[src/hw/jag_host_pkg.sv]
package jag_host_pkg;

	// ====================
	// widths
	// ====================
	typedef logic [15:0] host_word_t; // host download word
	typedef logic [24:0] host_addr_t; // host byte address
	typedef logic [5:0]  img_index_t; // image slot
	typedef logic [23:0] abus_t;      // core byte address
	typedef logic [28:0] ddr_addr_t;  // 64-bit word address into ddr
	typedef logic [63:0] ddr_data_t;
	typedef logic [7:0]  ddr_be_t;
	typedef logic [9:0]  bram_addr_t; // backup ram word address
	typedef logic [31:0] sd_lba_t;

	// ====================
	// bundles
	// ====================
	typedef struct packed {
		logic       download; // level, high for the whole image
		logic       wr;       // one-cycle strobe per word
		img_index_t index;
		host_addr_t addr;
		host_word_t data;
	} host_dl_t;

	typedef struct packed {
		ddr_addr_t addr;
		ddr_data_t data;
		ddr_be_t   be;
		logic      we;
	} ddr_wr_t;

	// core side of the save memory
	typedef struct packed {
		bram_addr_t addr;
		host_word_t data;
		logic       wr;
	} bram_port_t;

	typedef struct packed {
		logic       ack;  // high for the duration of a sector
		logic [7:0] addr; // word within the sector
		host_word_t dout; // sd -> save memory
		logic       wr;
	} sd_buf_t;

	// fixed slots and addresses
	localparam img_index_t CART_INDEX   = 6'd1;
	localparam img_index_t BIOS_INDEX_A = 6'd0;
	localparam img_index_t BIOS_INDEX_B = 6'd2;
	localparam abus_t      CART_BASE    = 24'h80_0000;
	localparam logic [7:0] DDR_REGION   = 8'b0011_0000; // jag window at 0x3000_0000
	localparam abus_t      PATCH_ADDR   = 24'h00_136E;  // beq of the checksum test
	localparam logic [7:0] PATCH_BYTE   = 8'h60;        // bra opcode

endpackage

[src/hw/cart_loader.sv]
`timescale 1ns/10ps

module cart_loader import jag_host_pkg::*; (
	input  logic     clk_sys,
	input  logic     reset,
	input  host_dl_t host,
	input  logic     cart_sel,
	output ddr_wr_t  ddr,
	output logic     cart_loading
);

	logic       old_download; // for edge detect
	logic       load_wr;      // host strobe delayed by one
	abus_t      load_addr;    // byte address of next word
	host_word_t load_data;    // swapped copy of the word
	ddr_be_t    lane_be;

	// ====================
	// download tracking
	// ====================
	always_ff @(posedge clk_sys) begin
		if (reset) begin
			old_download <= 1'b0;
			cart_loading <= 1'b0;
			load_wr      <= 1'b0;
			load_addr    <= CART_BASE;
		end else begin
			old_download <= host.download;
			load_wr      <= host.wr & cart_sel; // ddr strobe one cycle after host strobe

			if (load_wr)
				load_addr <= load_addr + 24'd2; // one 16-bit word per strobe

			// new image always restarts at the cartridge base
			if (!old_download && host.download && cart_sel) begin
				load_addr    <= CART_BASE;
				cart_loading <= 1'b1;
			end

			if (old_download && !host.download)
				cart_loading <= 1'b0;
		end
	end

	// payload captured with the strobe, no reset needed
	always_ff @(posedge clk_sys) begin
		if (host.wr && cart_sel)
			load_data <= {host.data[7:0], host.data[15:8]}; // byte swap
	end

	// ====================
	// ddr write port
	// ====================
	// lane 0 sits in the top two bytes of the 64-bit word
	always_comb begin
		case (load_addr[2:1])
			2'd0:    lane_be = 8'b1100_0000;
			2'd1:    lane_be = 8'b0011_0000;
			2'd2:    lane_be = 8'b0000_1100;
			default: lane_be = 8'b0000_0011;
		endcase
	end

	assign ddr.addr = {DDR_REGION, load_addr[23:3]};
	assign ddr.data = {4{load_data}}; // same word on every lane
	assign ddr.be   = cart_loading ? lane_be : 8'hFF; // controller wants all set otherwise
	assign ddr.we   = load_wr;

	// host must only strobe cart words inside a download
	a_we_in_load: assert property (
		@(posedge clk_sys) disable iff (reset) ddr.we |-> cart_loading
	) else $error("ddr write strobe outside of a cartridge load");

endmodule

[config.mk]
export PLATFORM = sky130hd
export DESIGN_NAME = cart_loader
export DESIGN_NICKNAME = d
export VERILOG_FILES = /design/src/hw/jag_host_pkg.sv /design/src/hw/cart_loader.sv
export SDC_FILE = /design/constraint.sdc
export NUM_CORES = 1
export LEC_CHECK = 0
export ABC_AREA = 1
export BUFFER_PORTS_ARGS = -buffer_cell sky130_fd_sc_hd__buf_2
export CORE_MARGIN = 4
export CORE_UTILIZATION = 40
export CTS_CLUSTER_SIZE = 25
export DETAILED_ROUTE_END_ITERATION = 8
export GPL_TIMING_DRIVEN = 0
export PLACE_DENSITY = 0.86
export SETUP_SLACK_MARGIN = 0.4
export SLEW_MARGIN = 20
export SYNTH_ARGS = -nofsm -noshare
export SYNTH_HDL_FRONTEND = slang
export SYNTH_SLANG_ARGS = --single-unit
[constraint.sdc]
create_clock -name clk_sys -period 1.3 [get_ports clk_sys]
set_input_delay 0.195 -clock clk_sys [delete_from_list [all_inputs] [get_ports clk_sys]]
set_output_delay 0.195 -clock clk_sys [all_outputs]
set_load 0.05 [all_outputs]
Word level (Yosys, flattened, before mapping) --
Cells that the tools add are included. W data, S select, Z words.
Storage, ports and cells: input port bits 52, logic and storage cells 20, output and inout bits 103, register bits 43
Operators by class: reductions and logical operators 9, muxes and demuxes 2, $add $sub $neg 1, bitwise gates (word level) 1, eq/ne operators 2
Operators with widths (number):
- $add A24 B2 Y24 const B | 1
- $pmux W8 S3 | 1
- $mux W8 | 1
- $logic_and A1 B1 Y1 | 4
- $reduce_or A2 Y1 | 2
- $eq A2 B1 Y1 const B | 1
- $eq A2 B2 Y1 const B | 1
- $logic_not A1 Y1 | 2
- $logic_not A2 Y1 | 1
- $and A1 B1 Y1 | 1

Longest topological paths before layout --
Gate-level depths: netlist of the first run.
depth after elaboration 4, depth in mapped cells 8, gate-level depth less buffers 8

Worst setup path before layout of the first run --
OpenSTA, ideal clock, no wires.
kind register to output, start point reg cart_loading, end point out ddr[2] (netlist bit), slack -0.309 ns, stages on the path, launching flop included 4, required time 1.105 ns, arrival 1.414 ns, buffers on the path 1, cell sequence dfxtp_1 > inv_1 > or2_2 > buf_4
RTL lines:
- from (decl) | line cart_loader.sv:9 | output logic cart_loading
- from (signal assigned) | line cart_loader.sv:24 | cart_loading <= 1'b0;
- from (signal assigned) | line cart_loader.sv:37 | cart_loading <= 1'b1;
- from (signal assigned) | line cart_loader.sv:41 | cart_loading <= 1'b0;
- to (decl) | line cart_loader.sv:8 | output ddr_wr_t ddr,

==> results.md, run 1 <==
- The number of antenna violations at the first check in global routing came to 0.
- The capturing element type of the critical path is a primary output.
- The tree is rooted in a sky130_fd_sc_hd__clkbuf_8.
- The finished cells cover approximately 4900 µm².
- The count of mapped cells out of synthesis is 318.
- The die is ~89 µm tall.
- After layout, the minimum clock period comes to 1.58 ns.
- The worst clock skew is ~0.013 ns.
- The arrival time of the worst setup path is between 1 and 1.5 ns.
- In the finished design, the share of the clock period the worst path needs comes to 1.22.
- The TritonCTS buffer count is 5.
- The setup-violating endpoint count in the final report is 39.
- In the final routed layout, each cell accounts on average for 15.3 µm.
- Summed over all layers, the routed wires come to 8.29 mm.
- The Yosys step of the flow raised 0 warnings.
- The area share of the largest cell type after synthesis is 0.237.
- The sequential share of the synthesized area is 0.386.
- Compared with the post-synthesis result, the final layout area differs by 90.4%.
- In the routed design, unresolved DRC markers number 0.
- The first global-routing pass estimated 12.0 mm of wire.
- After synthesis, the share of flip-flops with an asynchronous set or reset is 0.
- The worst register-to-register path begins at load_addr[1].
- The number of global-route vias before repair is 2391.
- The worst min-delay path startpoint is host[6].
- The synthesized design contains 42 register bits.
- Counting flops with a built-in enable in the synthesized netlist gives 16.
- The post-route setup TNS is -3.36 ns.
- The placer congestion estimate is about 0.84.
- The number of design-rule violations left by the first detailed-router iteration is 80.
- After global routing the overflow that remains totals 0.
- The flow ran to the end, but the final reports show violations.
- Summed over all cells, the static leakage comes to 2.16 nW.
- The top routing layer in use is met4.
- The area taken by flip-flops and latches is 1080 µm².
- The met2 layer wire length in the routed design is 4.54 mm.
- The number of distinct library cells after synthesis is 28.
- The area of combinational cells with multiple inputs is 1060 µm².
- Summed over all instances, the cell type with the most area after synthesis is sky130_fd_sc_hd__buf_4.
- During placement, the flow inserted port buffers numbering 115.
- The layout cell share with drive strength beyond 1 is 0.662.
- The setup path with the least slack is of type reg -> out.
- Ranked by instance count, the synthesized netlist is headed by sky130_fd_sc_hd__buf_4 (82), sky130_fd_sc_hd__nand2_1 (50), sky130_fd_sc_hd__nor2_1 (42).
- The tool flagged a number of max-cap violations equal to 0.
- The effective utilization at floorplan is 0.411.
- After detailed placement, the total cell area comes to 3560 µm².
- The final number of max-transition violations is 0.
- Entering global routing, the biggest net connects 17 pins.
- The number of H-tree branching levels is 2.
- The most frequent cell after synthesis is sky130_fd_sc_hd__buf_4.
- In this run the horizontal extent of the chip is 88.5 µm.
- The total area inside the core boundary comes to 6310 µm².
- The worst setup path is launched from a flip-flop.
- The worst endpoint required time is around 1.1 ns.
- Clock-pin slew was measured on the worst setup and hold paths at 0.09 ns.
- The top achievable clock speed is 632 MHz.
- By area the synthesized netlist is led by sky130_fd_sc_hd__buf_4 (24%), sky130_fd_sc_hd__dfxtp_1 (20%), sky130_fd_sc_hd__edfxtp_1 (19%), sky130_fd_sc_hd__nand2_1 (7.2%), sky130_fd_sc_hd__nor2_1 (6.1%).
- The number of antenna diodes is 0.
- The number of hold-slack violations in the final timing report came to 0.
- For this block, the via count after detailed routing is 2480.
- The average size of a mapped cell is 8.16 µm².
- The CTS tree is done.
- The final standard cell utilization of the core is 0.783.
- The area enclosed by the die boundary is 7840 µm².
- Across the VDD grid, the largest voltage drop is 0.499 mV.
- The number of vias per cell is 4.58.
- For this run, the post-layout net count is 520.
- The cell area that synthesis handed to floorplanning was 2590 µm².
- Counting along the longest clock path gives a buffer depth of 2.
- The standard-cell row count is 29.
- The count of nets left with antenna violations once routing finished came out at 0.
- The largest fanout of any net on the critical path is 4.
- Detailed routing placed a total of ~700 µm of wire on met3.
- The clock reaches the later pin of the worst-skew pair after 0.30 ns.
- The number of placed I/O pins is 155.
- For this run, the total global-route usage over all layers was measured as 0.197.
- Clock tree synthesis found a total of 42 sinks.
- Before antenna repair, the detailed router went through 6 iterations.
- The total half-perimeter wirelength after legalization and detailed placement is roughly 4.9 mm.
- The number of hold-repair buffers added at the cts stage is 0.
- The most critical setup path has its startpoint at load_addr[1].
- The post-route worst setup slack is -0.283 ns.
- The filler cell count is about 350.
- Setup repair after global routing could not meet its margin everywhere.
- After detailed routing, the wire length on met1 is 2.89 mm.
- The main flop type after synthesis is sky130_fd_sc_hd__dfxtp_1.
- For this design the ratio of total power to cell area is 758 nW/µm².
- In this run the worst hold path is classified as in -> reg.
- The checks that failed: negative setup slack.
area by class of cell:
type | instances | area share
Tap cell | 77 | 0.0195
Buffer | 84 | 0.187
Inverter | 22 | 0.0200
Multi-Input combinational cell | 176 | 0.214
Clock buffer | 8 | 0.0182
Timing Repair Buffer | 132 | 0.323
Sequential cell | 42 | 0.219
logic make-up (layout without fill, tap and decap cells):
logic type                 Yosys count  count (layout)  share of synthesized area
and+or+nand+nor                    145             145                      0.270
buffers and inverters              106             246                      0.276
DFF                                 42              42                      0.386
AOI/OAI and AO/OA                   17              17                     0.0376
adders and majority gates            5               5                     0.0241
other                                2               8                    0.00289
xor gates and xnor gates             1               1                    0.00338
routing by layer:
metal / track usage / up-vias
met5: 0 / -
met4: 0.0536 / 0
met3: 0.0568 / 16
met2: 0.387 / 116
met1: 0.201 / 1151
li1: - / 1197
layout by cell type, fill, tap and decap left out, types with 4 or more instances in the layout:
cell type / synthesis / final
sky130_fd_sc_hd__buf_6: 1 / 94
sky130_fd_sc_hd__buf_2: 1 / 21
sky130_fd_sc_hd__a21oi_1: 11 / 10
sky130_fd_sc_hd__buf_8: 0 / 73
sky130_fd_sc_hd__buf_12: 0 / 4
sky130_fd_sc_hd__nand3_2: 4 / 5
sky130_fd_sc_hd__nand2_2: 7 / 7
sky130_fd_sc_hd__clkbuf_8: 0 / 6
sky130_fd_sc_hd__conb_1: 2 / 8
sky130_fd_sc_hd__dfxtp_4: 0 / 19
sky130_fd_sc_hd__nand2_1: 50 / 47
sky130_fd_sc_hd__nor2_2: 13 / 12
sky130_fd_sc_hd__or2_4: 0 / 4
sky130_fd_sc_hd__buf_4: 82 / 24
sky130_fd_sc_hd__nor2_1: 42 / 39
sky130_fd_sc_hd__nand3_1: 13 / 9
sky130_fd_sc_hd__edfxtp_1: 16 / 16
sky130_fd_sc_hd__inv_1: 19 / 15
sky130_fd_sc_hd__nand2_4: 1 / 4
sky130_fd_sc_hd__nor2_4: 5 / 9
sky130_fd_sc_hd__dfxtp_2: 0 / 6
where the power goes:
part	total, mW	internal, mW	switching [mW]
combinational	1.42	0.616	0.804
sequential	1.45	1.38	0.0739
clock	0.875	0.434	0.441
registers in the layout, indices dropped and copies added (netlist names):
register      count
old_download      1
load_addr        23
load_wr           1
cart_loading      1
load_data        16
worst max-delay path: stages (launching register included):
cell and delay [ns]:
sky130_fd_sc_hd__dfxtp_4 0.39, sky130_fd_sc_hd__inv_6 0.05, sky130_fd_sc_hd__ha_4 0.14, sky130_fd_sc_hd__or2_4 0.24
sky130_fd_sc_hd__buf_8 0.12, sky130_fd_sc_hd__buf_8 0.14
final timing paths:
path,to,slack [ns],cells after the start
max,ddr[4],-0.28,5
min,load_data[14],0.08,1
max reg2reg,load_addr[23],-0.12,9
min reg2reg,load_addr[23],0.48,2
repair_timing:
| item | in CTS | in global routing |
|---|---|---|
| pin swaps | 8 | 11 |
| endpoints found under the hold margin | 0 | 0 |
| resized for setup | 324 | 29 |
| buffers inserted | 13 | 4 |
| setup endpoints to repair | 117 | 117 |
through the flow:
step / worst slack, ns / hold WS (ns) / power (mW) / std cells
final: -0.283 / 0.0776 / 3.74 / 541
after global routing: -0.312 / 0.0674 / 3.87 / 541
after CTS: -0.273 / 0.0682 / 3.71 / 537
after detailed placement: -0.0429 / 0.373 / 2.57 / 516
after global placement: -0.0334 / 0.373 / 2.55 / 516
after floorplan: 0.0598 / 0.266 / 2.37 / 324
(Power assumes the default switching activity.)
==> run 2: changes to the inputs <==
- SETUP_SLACK_MARGIN: 0.4 -> unset
==> run 2 against run 1 <==
The run still ends with negative setup slack left. Clock-buffer cell count did not move. Critical path depth did not move. Wire length fell by 17%. Critical endpoint unchanged. Highest routed layer unchanged.
==> results.md, run 2 (synthesis results as in run 1) <==
- The run finished, with violations left.
- The checks that failed: negative setup slack.
- The clock insertion delay at the later pin of the skew report is between 0.2 and 0.3 ns.
- The height of the die is 88.5 µm.
- The final number of max-transition violations is 0.
- The number of vias per cell is roughly 4.4.
- The largest registers in the layout are load_addr x23, load_data x16.
- The path class of the tightest hold or removal check is in -> reg.
- The total design power is 3.39 mW.
- The remaining global-route overflow is 0.
- For the pin with the worst max-slew slack, the measured transition is 0.586 ns.
- The number of H-tree branching levels is 2.
- After routing, the total negative slack on setup checks comes to -2.66 ns.
- The kind of start point of the critical path is a flip-flop.
- 155 I/O pins were placed.
- The number of antenna diodes is 0.
- The pin count of the biggest net entering global routing is 17.
- The CTS tree is done.
- The overall routing resource usage is 0.157.
- The number of buffers on the longest clock path is 2.
- The floorplan step set the die width to just under 90 µm.
- The number of clock buffers added by TritonCTS is 5.
- Summed over all nets, wire length on met2 after detailed routing comes to 3.69 mm.
- The share of the clock period used by the worst path after layout is 1.19.
- The average wire length per cell after detail routing is 13.1 µm.
- The number of global-route vias before repair was 2068.
- The number of DRC violations after detailed routing is 0.
- For this run, the top clock speed supported by timing is about 640 MHz.
- The post-detailed-placement cell area is 3320 µm².
- Clock tree synthesis found a total of 42 sinks.
- The number of placed instances, taps included, is 516.
- The commonest non-fill, non-tap cell in the layout is sky130_fd_sc_hd__buf_4.
- STA puts the critical path data required time at 1.11 ns.
- The arrival time of the worst setup path is 1.36 ns.
- Input and output buffers added on the ports amount to 115.
- Along the worst path, the maximum fanout reaches 4.
- The number of antenna violations at the first check in global routing is 0.
- The floorplan step defined a die boundary enclosing between 7000 and 8000 µm².
- The non-filler instance count after layout is 530.
- Wire segments on met3 add up to 608 µm in the final route.
- After legalization and detailed placement, the total HPWL measured 4.91 mm.
- The layout cell share with drive strength beyond 1 is 0.605.
- The global-route wire length before repair is 9.60 mm.
- The worst clock skew is between 0.005 and 0.006 ns.
- The final net count is 509.
- The critical path start-end classification is reg -> out.
- The number of nets still failing antenna checks after routing is 0.
- The floorplan has 29 rows.
- Setup violations remaining at the end of the flow were counted as 18.
- The detailed router used layers up to and including met4.
- The relative slew slack is 0.609.
- The total power density per cell area is 872 nW/µm².
- Relative to the synthesized area, the layout overhead comes to 50.0%.
- STA classifies the critical path endpoint as a primary output.
- The placer congestion estimate is 0.886.
- For this configuration, the core starts out at a cell density of 0.411.
- The number of hold-slack violations in the final timing report is 0.
- The final route contains about 2300 vias.
- VDD sags by at most 0.613 mV.
- In this run, the number of DRC markers left after iteration 0 of detailed routing was 53.
- Leaving out fill and tap cells, the most frequent cells in the layout are sky130_fd_sc_hd__buf_4 (110), sky130_fd_sc_hd__nand2_1 (48), sky130_fd_sc_hd__buf_2 (48).
- For this run, the detailed router's first-pass iteration total came to 4.
- The register with the most flip-flops in the layout has 23 of them.
- The met1 wire length is 2.47 mm.
- The summed area of non-filler cells in the final layout is 3890 µm².
- The largest register by flop count is load_addr.
- The final critical delay including setup and external delays is between 1.5 and 2 ns.
- The root buffer cell chosen for the clock tree is sky130_fd_sc_hd__clkbuf_8.
- The post-route worst setup slack is -0.251 ns.
- The max-cap violation count is 0.
- Setup repair after global routing could not meet its margin everywhere.
- Wires add up to between 6 and 7 mm.
- The core region is ~6300 µm².
- Clock-pin slew was measured on the worst setup and hold paths at ~0.07 ns.
- In this run the static leakage power is 1.80 nW.
==> run 2: changes by cell type in the layout (fill, tap and decap cells not counted), sizes merged <==
cell,before,now
clkbuf,8,19
buf,216,194
inv,21,22
clkinvlp,1,0
==> run 2: power breakdown <==
| part | switching, mW | internal [mW] | total, mW |
|---|---|---|---|
| Combinational | 0.751 | 0.390 | 1.14 |
| Sequential | 0.0437 | 1.41 | 1.45 |
| Clock | 0.419 | 0.382 | 0.801 |
| Total | 1.21 | 2.18 | 3.39 |
==> run 2: worst max-delay path, stage by stage (launching register included) <==
cell	delay, ns
sky130_fd_sc_hd__dfxtp_4	0.38
sky130_fd_sc_hd__inv_4	0.04
sky130_fd_sc_hd__ha_2	0.16
sky130_fd_sc_hd__or2_4	0.23
sky130_fd_sc_hd__buf_6	0.12
sky130_fd_sc_hd__buf_8	0.14
==> run 2: area by class of cell <==
class / count / area [µm²]
fillers: 497 / 2420
multi-input cells: 176 / 1030
flip-flops and latches: 42 / 1020
repair buffers: 121 / 926
plain buffers: 84 / 643
well taps: 77 / 96.3
inverters: 22 / 90.1
clock buffers: 8 / 80.1
==> run 2: timing repair <==
| item | 4_1_cts | 5_1_grt |
|---|---|---|
| pin swaps | 6 | 9 |
| endpoints found under the setup margin | 39 | 80 |
| setup buffers | 4 | 2 |
| gates cloned | 0 | 0 |
| gates resized for setup | 55 | 120 |
| hold endpoints to repair | 0 | 0 |
| hold buffers | 0 | 0 |
==> run 2: final timing paths <==
kind	start	endpoint	cells past startpoint	slack, ns
max reg2reg	load_addr[1]	load_addr[23]	9	-0.19
min reg2reg	load_addr[23]	load_addr[23]	2	0.48
min	reset	load_wr	2	0.07
max	load_addr[1]	ddr[4]	5	-0.25
==> run 2: layer usage <==
layer,vias up,global-route usage
met4,0,0.0563
met3,15,0.0428
li1,1169,-
met2,105,0.299
met1,1055,0.163
met5,-,0
==> run 2: through the flow <==
stage	worst slack, ns	hold WS (ns)	util
floorplan	0.0175	0.266	-
global placement	-0.0717	0.373	0.525
detailed placement	-0.116	0.374	0.525
CTS	-0.284	0.0695	0.569
global route	-0.298	0.0662	0.617
finish	-0.251	0.0745	0.617
