### config.mk
export PLATFORM = sky130hd
export DESIGN_NAME = backup_sequencer
export DESIGN_NICKNAME = d
export VERILOG_FILES = /design/src/hw/jag_host_pkg.sv /design/src/hw/backup_sequencer.sv
export SDC_FILE = /design/constraint.sdc
export NUM_CORES = 1
export LEC_CHECK = 0
export BUFFER_PORTS_ARGS = -buffer_cell sky130_fd_sc_hd__buf_2
export CELL_PAD_IN_SITES_DETAIL_PLACEMENT = 1
export CELL_PAD_IN_SITES_GLOBAL_PLACEMENT = 1
export CORE_MARGIN = 2
export CORE_UTILIZATION = 30
export CTS_CLUSTER_DIAMETER = 200
export DETAILED_ROUTE_END_ITERATION = 6
export PLACE_DENSITY = 0.71
export SYNTH_ARGS = -nofsm -noshare
export SYNTH_HDL_FRONTEND = slang
export SYNTH_SLANG_ARGS = --single-unit
### constraint.sdc
create_clock -name clk_sys -period 3.6 [get_ports clk_sys]
set_clock_uncertainty 0.2 [all_clocks]
set_input_delay 0.36 -clock clk_sys [delete_from_list [all_inputs] [get_ports clk_sys]]
set_output_delay 0.36 -clock clk_sys [all_outputs]
set_load 0.01 [all_outputs]
### src/hw/jag_host_pkg.sv
package jag_host_pkg;

	// ====================
	// widths
	// ====================
	typedef logic [15:0] host_word_t; // host download word
	typedef logic [24:0] host_addr_t; // host byte address
	typedef logic [5:0]  img_index_t; // image slot
	typedef logic [23:0] abus_t;      // core byte address
	typedef logic [28:0] ddr_addr_t;  // 64-bit word address into ddr
	typedef logic [63:0] ddr_data_t;
	typedef logic [7:0]  ddr_be_t;
	typedef logic [9:0]  bram_addr_t; // backup ram word address
	typedef logic [31:0] sd_lba_t;

	// ====================
	// bundles
	// ====================
	typedef struct packed {
		logic       download; // level, high for the whole image
		logic       wr;       // one-cycle strobe per word
		img_index_t index;
		host_addr_t addr;
		host_word_t data;
	} host_dl_t;

	typedef struct packed {
		ddr_addr_t addr;
		ddr_data_t data;
		ddr_be_t   be;
		logic      we;
	} ddr_wr_t;

	// core side of the save memory
	typedef struct packed {
		bram_addr_t addr;
		host_word_t data;
		logic       wr;
	} bram_port_t;

	typedef struct packed {
		logic       ack;  // high for the duration of a sector
		logic [7:0] addr; // word within the sector
		host_word_t dout; // sd -> save memory
		logic       wr;
	} sd_buf_t;

	// fixed slots and addresses
	localparam img_index_t CART_INDEX   = 6'd1;
	localparam img_index_t BIOS_INDEX_A = 6'd0;
	localparam img_index_t BIOS_INDEX_B = 6'd2;
	localparam abus_t      CART_BASE    = 24'h80_0000;
	localparam logic [7:0] DDR_REGION   = 8'b0011_0000; // jag window at 0x3000_0000
	localparam abus_t      PATCH_ADDR   = 24'h00_136E;  // beq of the checksum test
	localparam logic [7:0] PATCH_BYTE   = 8'h60;        // bra opcode

endpackage

### src/hw/backup_sequencer.sv
`timescale 1ns/10ps

module backup_sequencer import jag_host_pkg::*; #(
	parameter int BK_SECTOR_BITS = 2
) (
	input  logic    clk_sys,
	input  logic    reset,
	input  logic    cart_loading,
	input  logic    core_wr,
	input  logic    sd_ack,
	input  logic    img_mounted,
	input  logic    img_readonly,
	input  logic    osd_status,
	input  logic    bk_load,
	input  logic    bk_save,
	input  logic    bk_autosave,
	output sd_lba_t sd_lba,
	output logic    sd_rd,
	output logic    sd_wr,
	output logic    busy,
	output logic    pending
);

	typedef enum logic {
		ST_IDLE,
		ST_XFER
	} bk_state_t;

	bk_state_t state;
	logic      bk_ena;       // save image mounted and writable
	logic      xfer_load;    // direction, 1 = sd -> ram
	logic      old_loading;
	logic      old_load;
	logic      old_save;
	logic      old_ack;
	logic      save_req;
	logic      start_user;   // manual load/save or autosave
	logic      start_cart;   // end of a cartridge download

	// autosave fires once the osd is open with unsaved data
	assign save_req   = bk_save | (pending & osd_status & bk_autosave);
	assign start_user = (~old_load & bk_load) | (~old_save & save_req);
	assign start_cart = old_loading & ~cart_loading;
	assign busy       = (state == ST_XFER);

	// ====================
	// enable and pending
	// ====================
	always_ff @(posedge clk_sys) begin
		if (reset) begin
			bk_ena  <= 1'b0;
			pending <= 1'b0;
		end else begin
			if (!old_loading && cart_loading)
				bk_ena <= 1'b0; // new cart, old save no longer valid
			// save file gets mounted while the cart is loading
			if (cart_loading && img_mounted && !img_readonly)
				bk_ena <= 1'b1;

			if (bk_ena && !osd_status && core_wr)
				pending <= 1'b1;
			else if (busy)
				pending <= 1'b0;
		end
	end

	// ====================
	// sector loop
	// ====================
	always_ff @(posedge clk_sys) begin
		if (reset) begin
			state       <= ST_IDLE;
			xfer_load   <= 1'b0;
			sd_lba      <= '0;
			sd_rd       <= 1'b0;
			sd_wr       <= 1'b0;
			old_loading <= 1'b0;
			old_load    <= 1'b0;
			old_save    <= 1'b0;
			old_ack     <= 1'b0;
		end else begin
			old_loading <= cart_loading;
			old_load    <= bk_load;
			old_save    <= save_req;
			old_ack     <= sd_ack;

			// request drops once the host has taken it
			if (!old_ack && sd_ack) begin
				sd_rd <= 1'b0;
				sd_wr <= 1'b0;
			end

			case (state)
				ST_IDLE: begin
					if (bk_ena && (start_user || start_cart)) begin
						state     <= ST_XFER;
						xfer_load <= start_cart | bk_load; // cart end always loads
						sd_lba    <= '0;
						sd_rd     <= start_cart | bk_load;
						sd_wr     <= ~(start_cart | bk_load);
					end
				end
				ST_XFER: begin
					if (old_ack && !sd_ack) begin // sector done
						if (&sd_lba[BK_SECTOR_BITS-1:0]) begin
							state  <= ST_IDLE;
							sd_lba <= '0;
						end else begin
							sd_lba <= sd_lba + 32'd1;
							sd_rd  <= xfer_load;
							sd_wr  <= ~xfer_load;
						end
					end
				end
				default: state <= ST_IDLE;
			endcase
		end
	end

	// ack already high at the start would leave the request standing
	a_req_in_xfer: assert property (
		@(posedge clk_sys) disable iff (reset) (sd_rd || sd_wr) |-> busy
	) else $error("sd request outside a backup transfer");

endmodule

# == Yosys cells after proc, flatten, opt, wreduce, memory -nomap -nowiden ==
# Index checks and enable logic that the tools add are counted.
# op_classes
n_addsub,1
n_eq_ne,2
muxes,22
bitwise,14
reduce_logical,19
# ops
op,count
2-to-1 mux 32 bit,3
case mux 32 bit (2 select lines),1
adder 32 x 1 -> 32 bit (second input constant),1
2-to-1 mux 1 bit,15
logical AND 1 bit,8
inverter 1 bit,6
case mux 1 bit (2 select lines),3
AND reduction 2 bit,3
bitwise AND 1 bit,5
zero test 1 bit,5
nonzero test 2 bit,2
OR 1 bit,3
!= test 2 x 1 -> 1 bit (second input constant),1
!= test 2 bit (second input constant),1
logical OR 1 bit,1
# word_totals
regBits,42
in_bits,11
output_inout_bits,36
wordCells,69

# == Logic depth before layout (Yosys ltp) ==
# Gate-level depths: netlist of the first run.
# logic_depth
word_depth,9
ltp_mapped,8
mapped_depth_nobuf,6

# == Least setup slack after synthesis of the first run ==
# OpenSTA, ideal clock, no wires.
# synth_timing
path_type,flip-flop to flip-flop
from,reg sd_lba[10]
to,reg sd_lba[31]
setup_time_ns,0.062
arrival_ns,1.680
required_ns,3.338
path_slack_ns,1.657
stages_incl_launch_ff,6
n_path_buf,0
period_less_slack_ns,1.943
cell_sequence,dfxtp_1 -> nand4_2 -> nor4_4 -> nand3_2 -> or4_1 -> nand3_1
# synth_between
elab_chain_cells,4
# synth_lines
element,line,rtl
"start, declared",backup_sequencer.sv:17,"output sd_lba_t sd_lba,"
"start signal, assigned",backup_sequencer.sv:109,sd_lba <= sd_lba + 32'd1;
adder 32 x 1 -> 32 bit,backup_sequencer.sv:109,
2-to-1 mux 32 bit,backup_sequencer.sv:105,if (&sd_lba[BK_SECTOR_BITS-1:0]) begin
2-to-1 mux 32 bit,backup_sequencer.sv:104,if (old_ack && !sd_ack) begin
case mux 32 bit (2 select lines),backup_sequencer.sv:93,case (state)
# Every way passes these cells. The select of a mux whose other input is x is not followed.
# A chain may end at the register's enable or synchronous reset.

# == Final worst setup path of the first run ==
# layout_timing
from,reg sd_lba[0]
to,reg sd_lba[13]
# layout_between
elab_chain_cells,4
elab_cells_between_ends,5
cone_classes,add/sub: 1; mux: 3; reduce/logical: 1
# layout_lines
element,line
adder 32 x 1 -> 32 bit or AND reduction 2 bit (tied branches),"backup_sequencer.sv:109, backup_sequencer.sv:105"
2-to-1 mux 32 bit *,backup_sequencer.sv:105
2-to-1 mux 32 bit *,backup_sequencer.sv:104
case mux 32 bit (2 select lines) *,backup_sequencer.sv:93
# Every way passes the cells marked *; elsewhere a longest branch is shown, timed or not. The select of a mux whose other input is x is not followed.

==> results of run 1 <==
-- cells by family (layout without fill, tap and decap cells) --
group | count (synthesis) | in the layout
AO/OA/AOI/OAI | 54 | 54
adder cells (fa/ha/maj) | 1 | 1
buffers and inverters | 13 | 62
flip-flops | 42 | 42
multiplexers | 2 | 2
AND/OR/NAND/NOR | 87 | 87
-- worst paths after layout --
path	end	slack, ps
worst min register to register	sd_lba[13]	290
worst min-delay path	old_save	100
worst max-delay path	sd_lba[13]	1180
worst max register to register	sd_lba[13]	1180
-- synth_stat cells, types with 2 or more instances --
library cell,number,area (sq um)
dfxtp_1,42,841
a21oi_1,19,95.1
nor2_1,17,63.8
and3_1,16,100
o21ai_0,14,70.1
nand2_1,11,41.3
nand3_1,11,55.1
inv_1,7,26.3
a31oi_1,5,31.3
clkbuf_1,5,18.8
nand4_1,5,31.3
nand2b_1,3,18.8
nand3b_1,3,22.5
nor3_1,3,15.0
a211oi_1,2,15.0
a311oi_1,2,17.5
and2_1,2,12.5
and3_2,2,15.0
mux2i_1,2,20.0
nor2b_1,2,12.5
o311ai_0,2,17.5
o31ai_1,2,15.0
or4_1,2,15.0
-- cells in the final DEF (no fill, tap or decap), drive strengths merged, types with 2 or more instances in the layout --
cell and count:
o311ai 2, nand2 11, nor2b 2, and3 18, nand3 12, and2 3, clkbuf 7, a311oi 2
inv 7, or4 2, a31oi 5, nand4 6, dfxtp 42, a211oi 3, a21oi 19, o31ai 2
nand2b 3, mux2i 2, nor3 4, buf 47, o21ai 14, nor2 17, nand3b 3
-- power breakdown --
part           total [mW]  internal [mW]  switching [mW]
clock               0.316          0.155           0.161
combinational      0.0366         0.0136          0.0230
sequential          0.473          0.469         0.00434
total               0.825          0.637           0.188
-- layer usage --
metal | global-route usage [%] | vias to the layer above
li1 | - | 836
met1 | 20.4 | 808
met2 | 24.1 | 36
met3 | 3.33 | 8
met4 | 7.12 | 0
met5 | 0 | -
-- cell type report --
cell class	instances	area, sq um
multi-input cells	144	881
inverters	7	26.3
flip-flops and latches	42	841
clock inverters	1	5.00
fillers	742	3640
repair buffers	47	238
clock buffers	7	86.3
well taps	75	93.8
-- sequential cells by signal (all words and copies together) (netlist names) --
signal / flops
sd_wr: 1
sd_lba: 32
old_ack: 1
sd_rd: 1
old_load: 1
bk_ena: 1
pending: 1
busy: 1
xfer_load: 1
old_loading: 1
old_save: 1
-- worst reg2reg max path, stage by stage, from the launching register on --
cell and delay (ps):
dfxtp_1 350, ha_1 280, nand4bb_1 450, nor2_1 640
nand4_1 220, o31ai_1 210
==> implementation parameters, run 1 <==
Parameter                              Value

Detailed routing
  Residual DRC    0
  Routed length on met3    196 um
  Number of nets with antenna violations after detailed routing    0
  Post-Route M1 WL    2.27 mm
  DRT Pass-1 Iters    4
  Met2 routed WL    roughly 2.1 mm
  WL per Instance    roughly 15 um
  Detailed-route vias per instance    between 5 and 6
  Number of violations reported at the end of detailed-routing iteration 0    65
  Highest routed layer    met4
  Number of vias in the routed layout    between 1500 and 2000
  Total length of routed wires    4.70 mm

Clock tree
  Quantity of hold-fixing buffers added after cts    0
  Post CTS Setup Buffer Count    0
  Buffer cell driving the clock tree root    clkbuf_8
  CTS Buf Count    5
  Clock sink count    42
  Clock tree from TritonCTS    built
  Resized cells post-CTS    0
  Source-to-sink clock delay at the later pin of the worst-skew pair    300 ps
  Clock slew at reported path FFs    about 80 ps
  Clock Path Buffers    2
  Deepest level of the CTS H-tree    2

Pwr
  Total power density per cell area    380 nW/um^2
  Static leakage    approximately 0.99 nW
  Maximum VDD drop    170 uV
  Overall power after layout    0.825 mW

GRT
  Number of antenna violations at the first check in global routing    0
  Global-route wire length before repair    7.82 mm
  Number of global-route vias before repair    1576
  Largest net degree at the start of global routing    22
  Grt ovf    0
  Global-route usage over all layers    between 10% and 20%

Timing
  RSZ-0062 raised after global routing    false
  Total count of max-transition violations in the final report    0
  Worst hold margin    roughly 100 ps
  Post-layout min period    about 2400 ps
  Minimum setup slack in the final design    1180 ps
  Fmax achieved    412 MHz
  Worst rel slew slack    56.8%
  Final Hold Viols    0
  Final count of negative-setup-slack endpoints    0
  Worst-margin pin slew    646 ps
  Total negative setup slack    0 ps
  Final period util    between 60 and 70%

Critical path
  Delay-heaviest family, CP    simple AND/OR/NAND/NOR gates
  WS Path Type    reg2reg
  Number of buffer and inverter stages on the critical path    0
  Data required time of the critical path    between 3000 and 4000 ps
  Max stage delay cell, worst path    nor2_1
  Worst setup EP type    flip-flop
  Launching element of the worst setup path    sd_lba[0]
  Worst Path Arrival    2440 ps
  Instance count on the critical path    5
  Worst Reg-to-Reg Cells    5
  Critical register-to-register path startpoint    sd_lba[0]
  Cells traversed along the worst timing path    ha_1 > nand4bb_1 > nor2_1 > nand4_1 > o31ai_1
  Largest fanout of any net on the critical path    11
  Startpoint types    flip-flop
  Slowest cell delay on critical path    630 ps

Synth
  Number of enable flip-flop cells after synthesis    0
  Cell variety after synth    43
  Number of instances in the synthesized netlist    roughly 200
  Syn avg cell area    8.95 sq um
  Ys flop type    dfxtp_1
  Post-synthesis simple-gate area fraction    between 20% and 30%
  Net count after synthesis    211
  XOR/XNOR share of the synthesized area    0%
  Mux contribution to synthesized area    1.12%
  Synth Register Bits    42
  Combined area of all synthesized cells    1780 sq um
  Combinational family with the most area after synthesis    simple AND/OR/NAND/NOR gates
  Adder and majority cell fraction of the synthesized area    0.703%
  Complex-gate fraction of the synthesized area    about a fifth
  Fraction of registers with async set or reset after synthesis    0%
  Portion of the post-synthesis area used by sequential elements    47.2%
  Yosys warns    0

Cells and area
  Area Growth Syn to Fin    21.9%
  Diode insertion count for antenna repair    0
  Final non-filler cell total    323
  Post-layout util    between 30 and 40%
  Proportion of layout cells with a drive suffix above 1    25.4%
  Nets    259
  Post-route standard cell area excluding fillers    2170 sq um

Floorplan
  Full die area    6570 sq um
  Core Region    5820 sq um
  Number of top-level pins    47
  Die height    81.0 um
  Starting density of the core    between 30% and 40%
  Row count    28
  Die extent in x    81.0 um

Hold path
  Min-Delay Startpoint    bk_save
  Path type of the worst min-delay path    in2reg
  Number of cells traversed by the worst hold path    3

Run status
  Result of the run    finished, final reports clean

Placed design
  Number of cells in the design after placement    approximately 320
  Buffers added on ports    46
  Placer congestion estimate    0.784
  Instance area at placement    just over 2000 sq um
  Pre-CTS setup slack    1200 ps
  Half-perimeter wire length after placement    3.44 mm

Run
  Count of maximum capacitance violations    0
No activity file was read; power rests on OpenSTA's default activity.
==> inputs of run 2 (changes only) <==
- ABC_AREA: unset -> 1
- PLACE_DENSITY: 0.71 -> 0.76
- clock period: 3.6 -> 2.15 ns (I/O delays scaled with it)
==> run 2 against run 1 <==
Cell count rose by 32%. Sequential share of layout area shrank 4.1 points. Hold slack got worse by 83 ps. Design area grew 12%. Clock power rose by 55%. Clock-buffer cell count is the same. Synthesized cell count grew 48%. Power is 65% higher. Sequential power up 67%. Utilization up 0.68 points. Largest power group unchanged.
==> implementation parameters, run 2 <==
Parameter                              Value

Run status
  Result of the run    finished, final reports clean

Clock tree
  Buffer cell driving the clock tree root    clkbuf_8
  Clock slew at reported path FFs    ~80 ps
  Source-to-sink clock delay at the later pin of the worst-skew pair    290 ps
  Clock tree from TritonCTS    built
  Clock sink count    42
  CTS Buf Count    5
  Clock Path Buffers    2
  Resized cells post-CTS    0
  Deepest level of the CTS H-tree    2

Floorplan
  Number of top-level pins    47
  Row count    29
  Die height    85.3 um
  Full die area    7280 sq um
  Starting density of the core    31.1%
  Die extent in x    between 80 and 90 um
  Core Region    6390 sq um

Pwr
  Overall power after layout    1.36 mW
  Maximum VDD drop    262 uV
  Static leakage    1.05 nW
  Total power density per cell area    560 nW/um^2

Hold path
  Path type of the worst min-delay path    in2reg
  Number of cells traversed by the worst hold path    3

Critical path
  Worst Reg-to-Reg Cells    6
  Largest fanout of any net on the critical path    15
  Cells traversed along the worst timing path    dlygate4sd3_1 > buf_2 > inv_2 > nand2_1 > nor2_1 > inv_2 > a21oi_4 > nor2_1
  Slowest cell delay on critical path    520 ps
  Instance count on the critical path    8
  Worst Path Arrival    1910 ps
  Data required time of the critical path    2110 ps
  Delay-heaviest family, CP    buffers and inverters
  Startpoint types    input pin
  Max stage delay cell, worst path    dlygate4sd3_1
  WS Path Type    in2reg
  Worst setup EP type    flip-flop
  Number of buffer and inverter stages on the critical path    4

Synth
  Ys flop type    dfxtp_1
  Cell variety after synth    25
  Ranking of synthesized cells by area    dfxtp_1 42%, nand2_1 15%, nor2_1 7.4%, inv_1 6.4%, nand3_1 6.3%
  Syn avg cell area    6.72 sq um
  Portion of the post-synthesis area used by sequential elements    42.4%
  Combined area of all synthesized cells    1980 sq um
  Number of instances in the synthesized netlist    295
  Synth Register Bits    42
  Yosys warns    0
  Number of enable flip-flop cells after synthesis    0
  Cell taking the most area after synthesis    dfxtp_1
  Net count after synthesis    307
  Most frequent cells after synthesis    81 x nand2_1, 42 x dfxtp_1, 39 x nor2_1
  Synth top area share    between 40% and 50%
  Most common cell in the synthesized netlist    nand2_1
  Fraction of registers with async set or reset after synthesis    0%

Placed design
  Number of cells in the design after placement    413
  Buffers added on ports    46
  Placer congestion estimate    approximately 0.74
  Half-perimeter wire length after placement    4.13 mm

Detailed routing
  Detailed-route vias per instance    4.66
  Residual DRC    0
  DRT Pass-1 Iters    4
  Total length of routed wires    5.51 mm
  Number of vias in the routed layout    1991
  WL per Instance    around 13 um
  Number of nets with antenna violations after detailed routing    0
  Number of violations reported at the end of detailed-routing iteration 0    55

GRT
  Global-route usage over all layers    15.8%
  Grt ovf    0
  Number of global-route vias before repair    2008
  Largest net degree at the start of global routing    18
  Number of antenna violations at the first check in global routing    0
  Global-route wire length before repair    9.25 mm

Timing
  Worst-margin pin slew    488 ps
  Final count of negative-setup-slack endpoints    0
  Final period util    90.7%
  Post-layout min period    1950 ps
  Total count of max-transition violations in the final report    0
  Worst rel slew slack    67.4%
  RSZ-0062 raised after global routing    false
  Fmax achieved    513 MHz
  Final Hold Viols    0
  Total negative setup slack    0 ps

Cells and area
  Final non-filler cell total    427
  Number of flip-flops in the largest register    32
  Register bank with the most flops    sd_lba
  Final-layout fill cell count    around 860
  Nets    362
  Commonest non-fill, non-tap cells in the layout    81 x nand2_1, 46 x buf_2, 42 x dfxtp_1
  Diode insertion count for antenna repair    0
  Most common library cell in the layout ignoring fill and taps    nand2_1
  Area Growth Syn to Fin    22.4%
  Proportion of layout cells with a drive suffix above 1    roughly a fifth

Run
  Count of maximum capacitance violations    0
==> run 2: cell count changes after synthesis, sizes merged, moves of 6 or more <==
cell,change
nand2,+76
inv,+30
nor2,+28
and3,-17
nand3,+14
buf,+6
==> run 2: path summary, 6_finish.rpt <==
kind	slack, ps	startpoint	end
setup / recovery	200	sd_ack	sd_lba[28]
hold / removal	20	osd_status	pending
setup reg to reg	260	sd_lba[0]	sd_lba[28]
hold reg to reg	260	sd_lba[30]	sd_lba[30]
==> run 2: where the power goes <==
| part | leakage, nW | switching, mW | internal, mW |
|---|---|---|---|
| clock network | 0.0383 | 0.265 | 0.224 |
| logic | 0.673 | 0.0477 | 0.0318 |
| registers | 0.340 | 0.00573 | 0.786 |
==> run 2: cell type report <==
class | instances | area, sq um | area share [%]
Tap cell | 77 | 96.3 | 3.97
Sequential cell | 42 | 841 | 34.6
Inverter | 38 | 148 | 6.08
Clock buffer | 7 | 76.3 | 3.14
Timing Repair Buffer | 56 | 323 | 13.3
Multi-Input combinational cell | 207 | 943 | 38.9
==> run 2: stage by stage <==
stage | setup slack (ps) | util [%] | hold slack, ps | instance area, sq um
finish | 199 | 38.0 | 17.2 | 2430
global placement | 298 | 35.7 | 237 | 2280
floorplan | 583 | - | 135 | 1980
CTS | 144 | 38.0 | 4.36 | 2430
detailed placement | 248 | 35.7 | 249 | 2280
global route | 67.0 | 38.0 | 19.5 | 2430
==> run 2: routing by layer <==
layer / global-route usage, % / vias up / share of wire [%]
met5: 0 / - / 0
met4: 4.47 / 0 / 1.1
met3: 3.31 / 5 / 3.9
met2: 26.8 / 32 / 49
met1: 20.2 / 923 / 46
li1: - / 1031 / -
==> run 2: worst register-to-register path, stage by stage (launching register included) <==
cell and delay [ps]:
dfxtp_1 420, ha_1 200, nor2_1 70, nand2_2 180, clkinv_4 180, a21oi_4 440
nor2_1 80
==> run 2: kinds of logic (layout without fill, tap and decap cells) <==
family / Yosys count / after routing / synth area share [%]
adders and majority gates: 1 / 1 / 0.631
and+or+nand+nor: 164 / 164 / 35.8
DFF: 42 / 42 / 42.4
buffers and inverters: 46 / 101 / 10.0
AOI/OAI and AO/OA: 42 / 42 / 11.2
==> run 2: what timing repair did <==
action / 4_1_cts / 5_1_grt
hold buffers: 7 / 0
hold endpoints to repair: 6 / 0
endpoints found under the setup margin: 0 / 0
buffers inserted: 0 / 0
==> inputs of run 3 (changes only) <==
- clock period: 2.15 -> 1.6 ns (I/O delays scaled with it)
==> run 3 against run 2 <==
First-iteration DRC count grew 20%. Die area stayed put. Flip-flop and latch count unchanged. Non-clock buffer count rose by 34. Setup slack lost 180 ps. Sequential share of layout area shrank 4.7 points. Utilization up 7.2 points. Wire length grew 17%. Clock power increased by 48%. Critical path depth is 1 lower. Combinational power grew 76%. Global-route usage is 1.1 points higher.
==> implementation parameters, run 3 (same netlist as run 2, synthesis figures left out) <==
Parameter                              Value

Clock tree
  Clock slew at reported path FFs    80 ps
  Clock Path Buffers    2
  CTS Buf Count    5
  Clock tree from TritonCTS    built
  Deepest level of the CTS H-tree    2
  Buffer cell driving the clock tree root    clkbuf_8
  Clock sink count    42
  Source-to-sink clock delay at the later pin of the worst-skew pair    roughly 300 ps

Cells and area
  Nets    398
  Area Growth Syn to Fin    45.7%
  Register bank with the most flops    sd_lba
  Post-layout util    45.3%
  Proportion of layout cells with a drive suffix above 1    39.8%
  Number of flip-flops in the largest register    32
  Diode insertion count for antenna repair    0
  Most common library cell in the layout ignoring fill and taps    nand2_1
  Final non-filler cell total    around 460
  Commonest non-fill, non-tap cells in the layout    69 x nand2_1, 46 x buf_2, 33 x inv_1, 33 x buf_4, 29 x nor2_1
  Final-layout fill cell count    836
  Post-route standard cell area excluding fillers    between 2000 and 3000 sq um

Placed design
  Pre-CTS setup slack    -60.2 ps
  Buffers added on ports    46
  Half-perimeter wire length after placement    4.40 mm
  Placer congestion estimate    0.768
  Number of cells in the design after placement    436
  Instance area at placement    around 2500 sq um

Pwr
  Maximum VDD drop    between 400 and 500 uV
  Static leakage    1.30 nW
  Combinational power share    under 10%
  Fraction of power consumed by sequential logic    55.1%
  Int Power    1.46 mW
  Total power density per cell area    between 600 and 700 nW/um^2
  Power spent charging and discharging nets    0.459 mW
  Power share of the clock group    37.6%
  Switching power as a share of total power    23.9%

Timing
  Fmax achieved    ~630 MHz
  Minimum setup slack in the final design    21.6 ps
  Final count of negative-setup-slack endpoints    0
  Worst-margin pin slew    525 ps
  Post-layout min period    1580 ps
  Worst rel slew slack    65.0%
  Final period util    98.6%
  Final Hold Viols    0
  Total count of max-transition violations in the final report    0
  RSZ-0062 raised after global routing    true

Floorplan
  Core Region    6390 sq um
  Starting density of the core    between 30% and 40%
  Row count    29
  Full die area    7280 sq um
  Number of top-level pins    47
  Die height    85.3 um
  Die extent in x    85.3 um

Critical path
  Largest fanout of any net on the critical path    7
  WS Path Type    reg2reg
  Data required time of the critical path    1620 ps
  Worst setup EP type    flip-flop
  Worst Path Arrival    1600 ps
  Startpoint types    flip-flop

Detailed routing
  Number of vias in the routed layout    2242
  Residual DRC    0
  DRT Pass-1 Iters    4
  Number of nets with antenna violations after detailed routing    0
  Total length of routed wires    6.46 mm
  Number of violations reported at the end of detailed-routing iteration 0    66
  WL per Instance    roughly 14 um
  Detailed-route vias per instance    4.83

GRT
  Number of global-route vias before repair    2166
  Grt ovf    0
  Largest net degree at the start of global routing    17
  Global-route wire length before repair    between 9 and 10 mm
  Global-route usage over all layers    16.9%
  Number of antenna violations at the first check in global routing    0

Hold path
  Path type of the worst min-delay path    in2reg

Run status
  Result of the run    finished, final reports clean

Run
  Count of maximum capacitance violations    0
==> run 3: cell count changes in the layout (fill, tap and decap cells not counted), moves of 4 or more <==
cell,delta
nor2_1,-10
nor2_4,+5
nand2_2,+10
a21oi_1,-4
nand2_1,-12
dfxtp_1,-15
nor2_2,+6
dfxtp_2,+13
a21oi_2,+4
buf_4,+30
==> run 3: timing repair <==
item,CTS,global route
endpoints found under the hold margin,6,1
buffers inserted,2,6
gates cloned,1,1
hold buffers,9,2
resized for setup,1,61
pin swaps,2,20
setup endpoints to repair,30,33
==> run 3: cell type report <==
type	count	area, sq um	share of cell area [%]
Inverter	38	148	5.11
Clock buffer	7	86.3	2.99
Tap cell	77	96.3	3.33
Clock inverter	1	5.00	0.173
Sequential cell	42	865	29.9
Timing Repair Buffer	90	598	20.7
Multi-Input combinational cell	209	1090	37.8
==> run 3: metal layers <==
layer	GRT usage (%)	wire length [um]
met3	3.70	258
met1	19.8	2780
met2	30.4	3310
met5	0	0
met4	5.63	104
==> run 3: critical path: stages (launching register included) <==
cell and delay [ps]:
dfxtp_4 370, ha_2 210, nor2_4 160, nand2_4 100, clkinv_4 90, buf_4 140
o21ai_0 100, a21oi_1 140
==> run 3: final timing paths <==
check	to	slack, ps	start	cells past startpoint
worst max-delay path	sd_lba[11]	20	sd_lba[0]	7
worst min-delay path	sd_wr	20	bk_load	4
worst max register to register	sd_lba[11]	20	sd_lba[0]	7
worst min register to register	xfer_load	250	xfer_load	2
==> run 3: power by group through the flow <==
stage / combinational [mW] / clock, mW / sequential, mW
floorplan: 0.0581 / 0 / 1.09
detailed placement: 0.112 / 0 / 1.09
CTS: 0.130 / 0.737 / 1.06
finish: 0.140 / 0.723 / 1.06
global placement: 0.109 / 0 / 1.09
global route: 0.154 / 0.790 / 1.06
==> run 3: through the flow <==
step	setup TNS [ps]	power (mW)	hold slack (ps)
floorplan	0	1.15	79.5
global placement	0	1.20	181
detailed placement	-454	1.20	197
CTS	0	1.93	19.6
global route	-336	2.00	59.3
finish	0	1.92	21.4
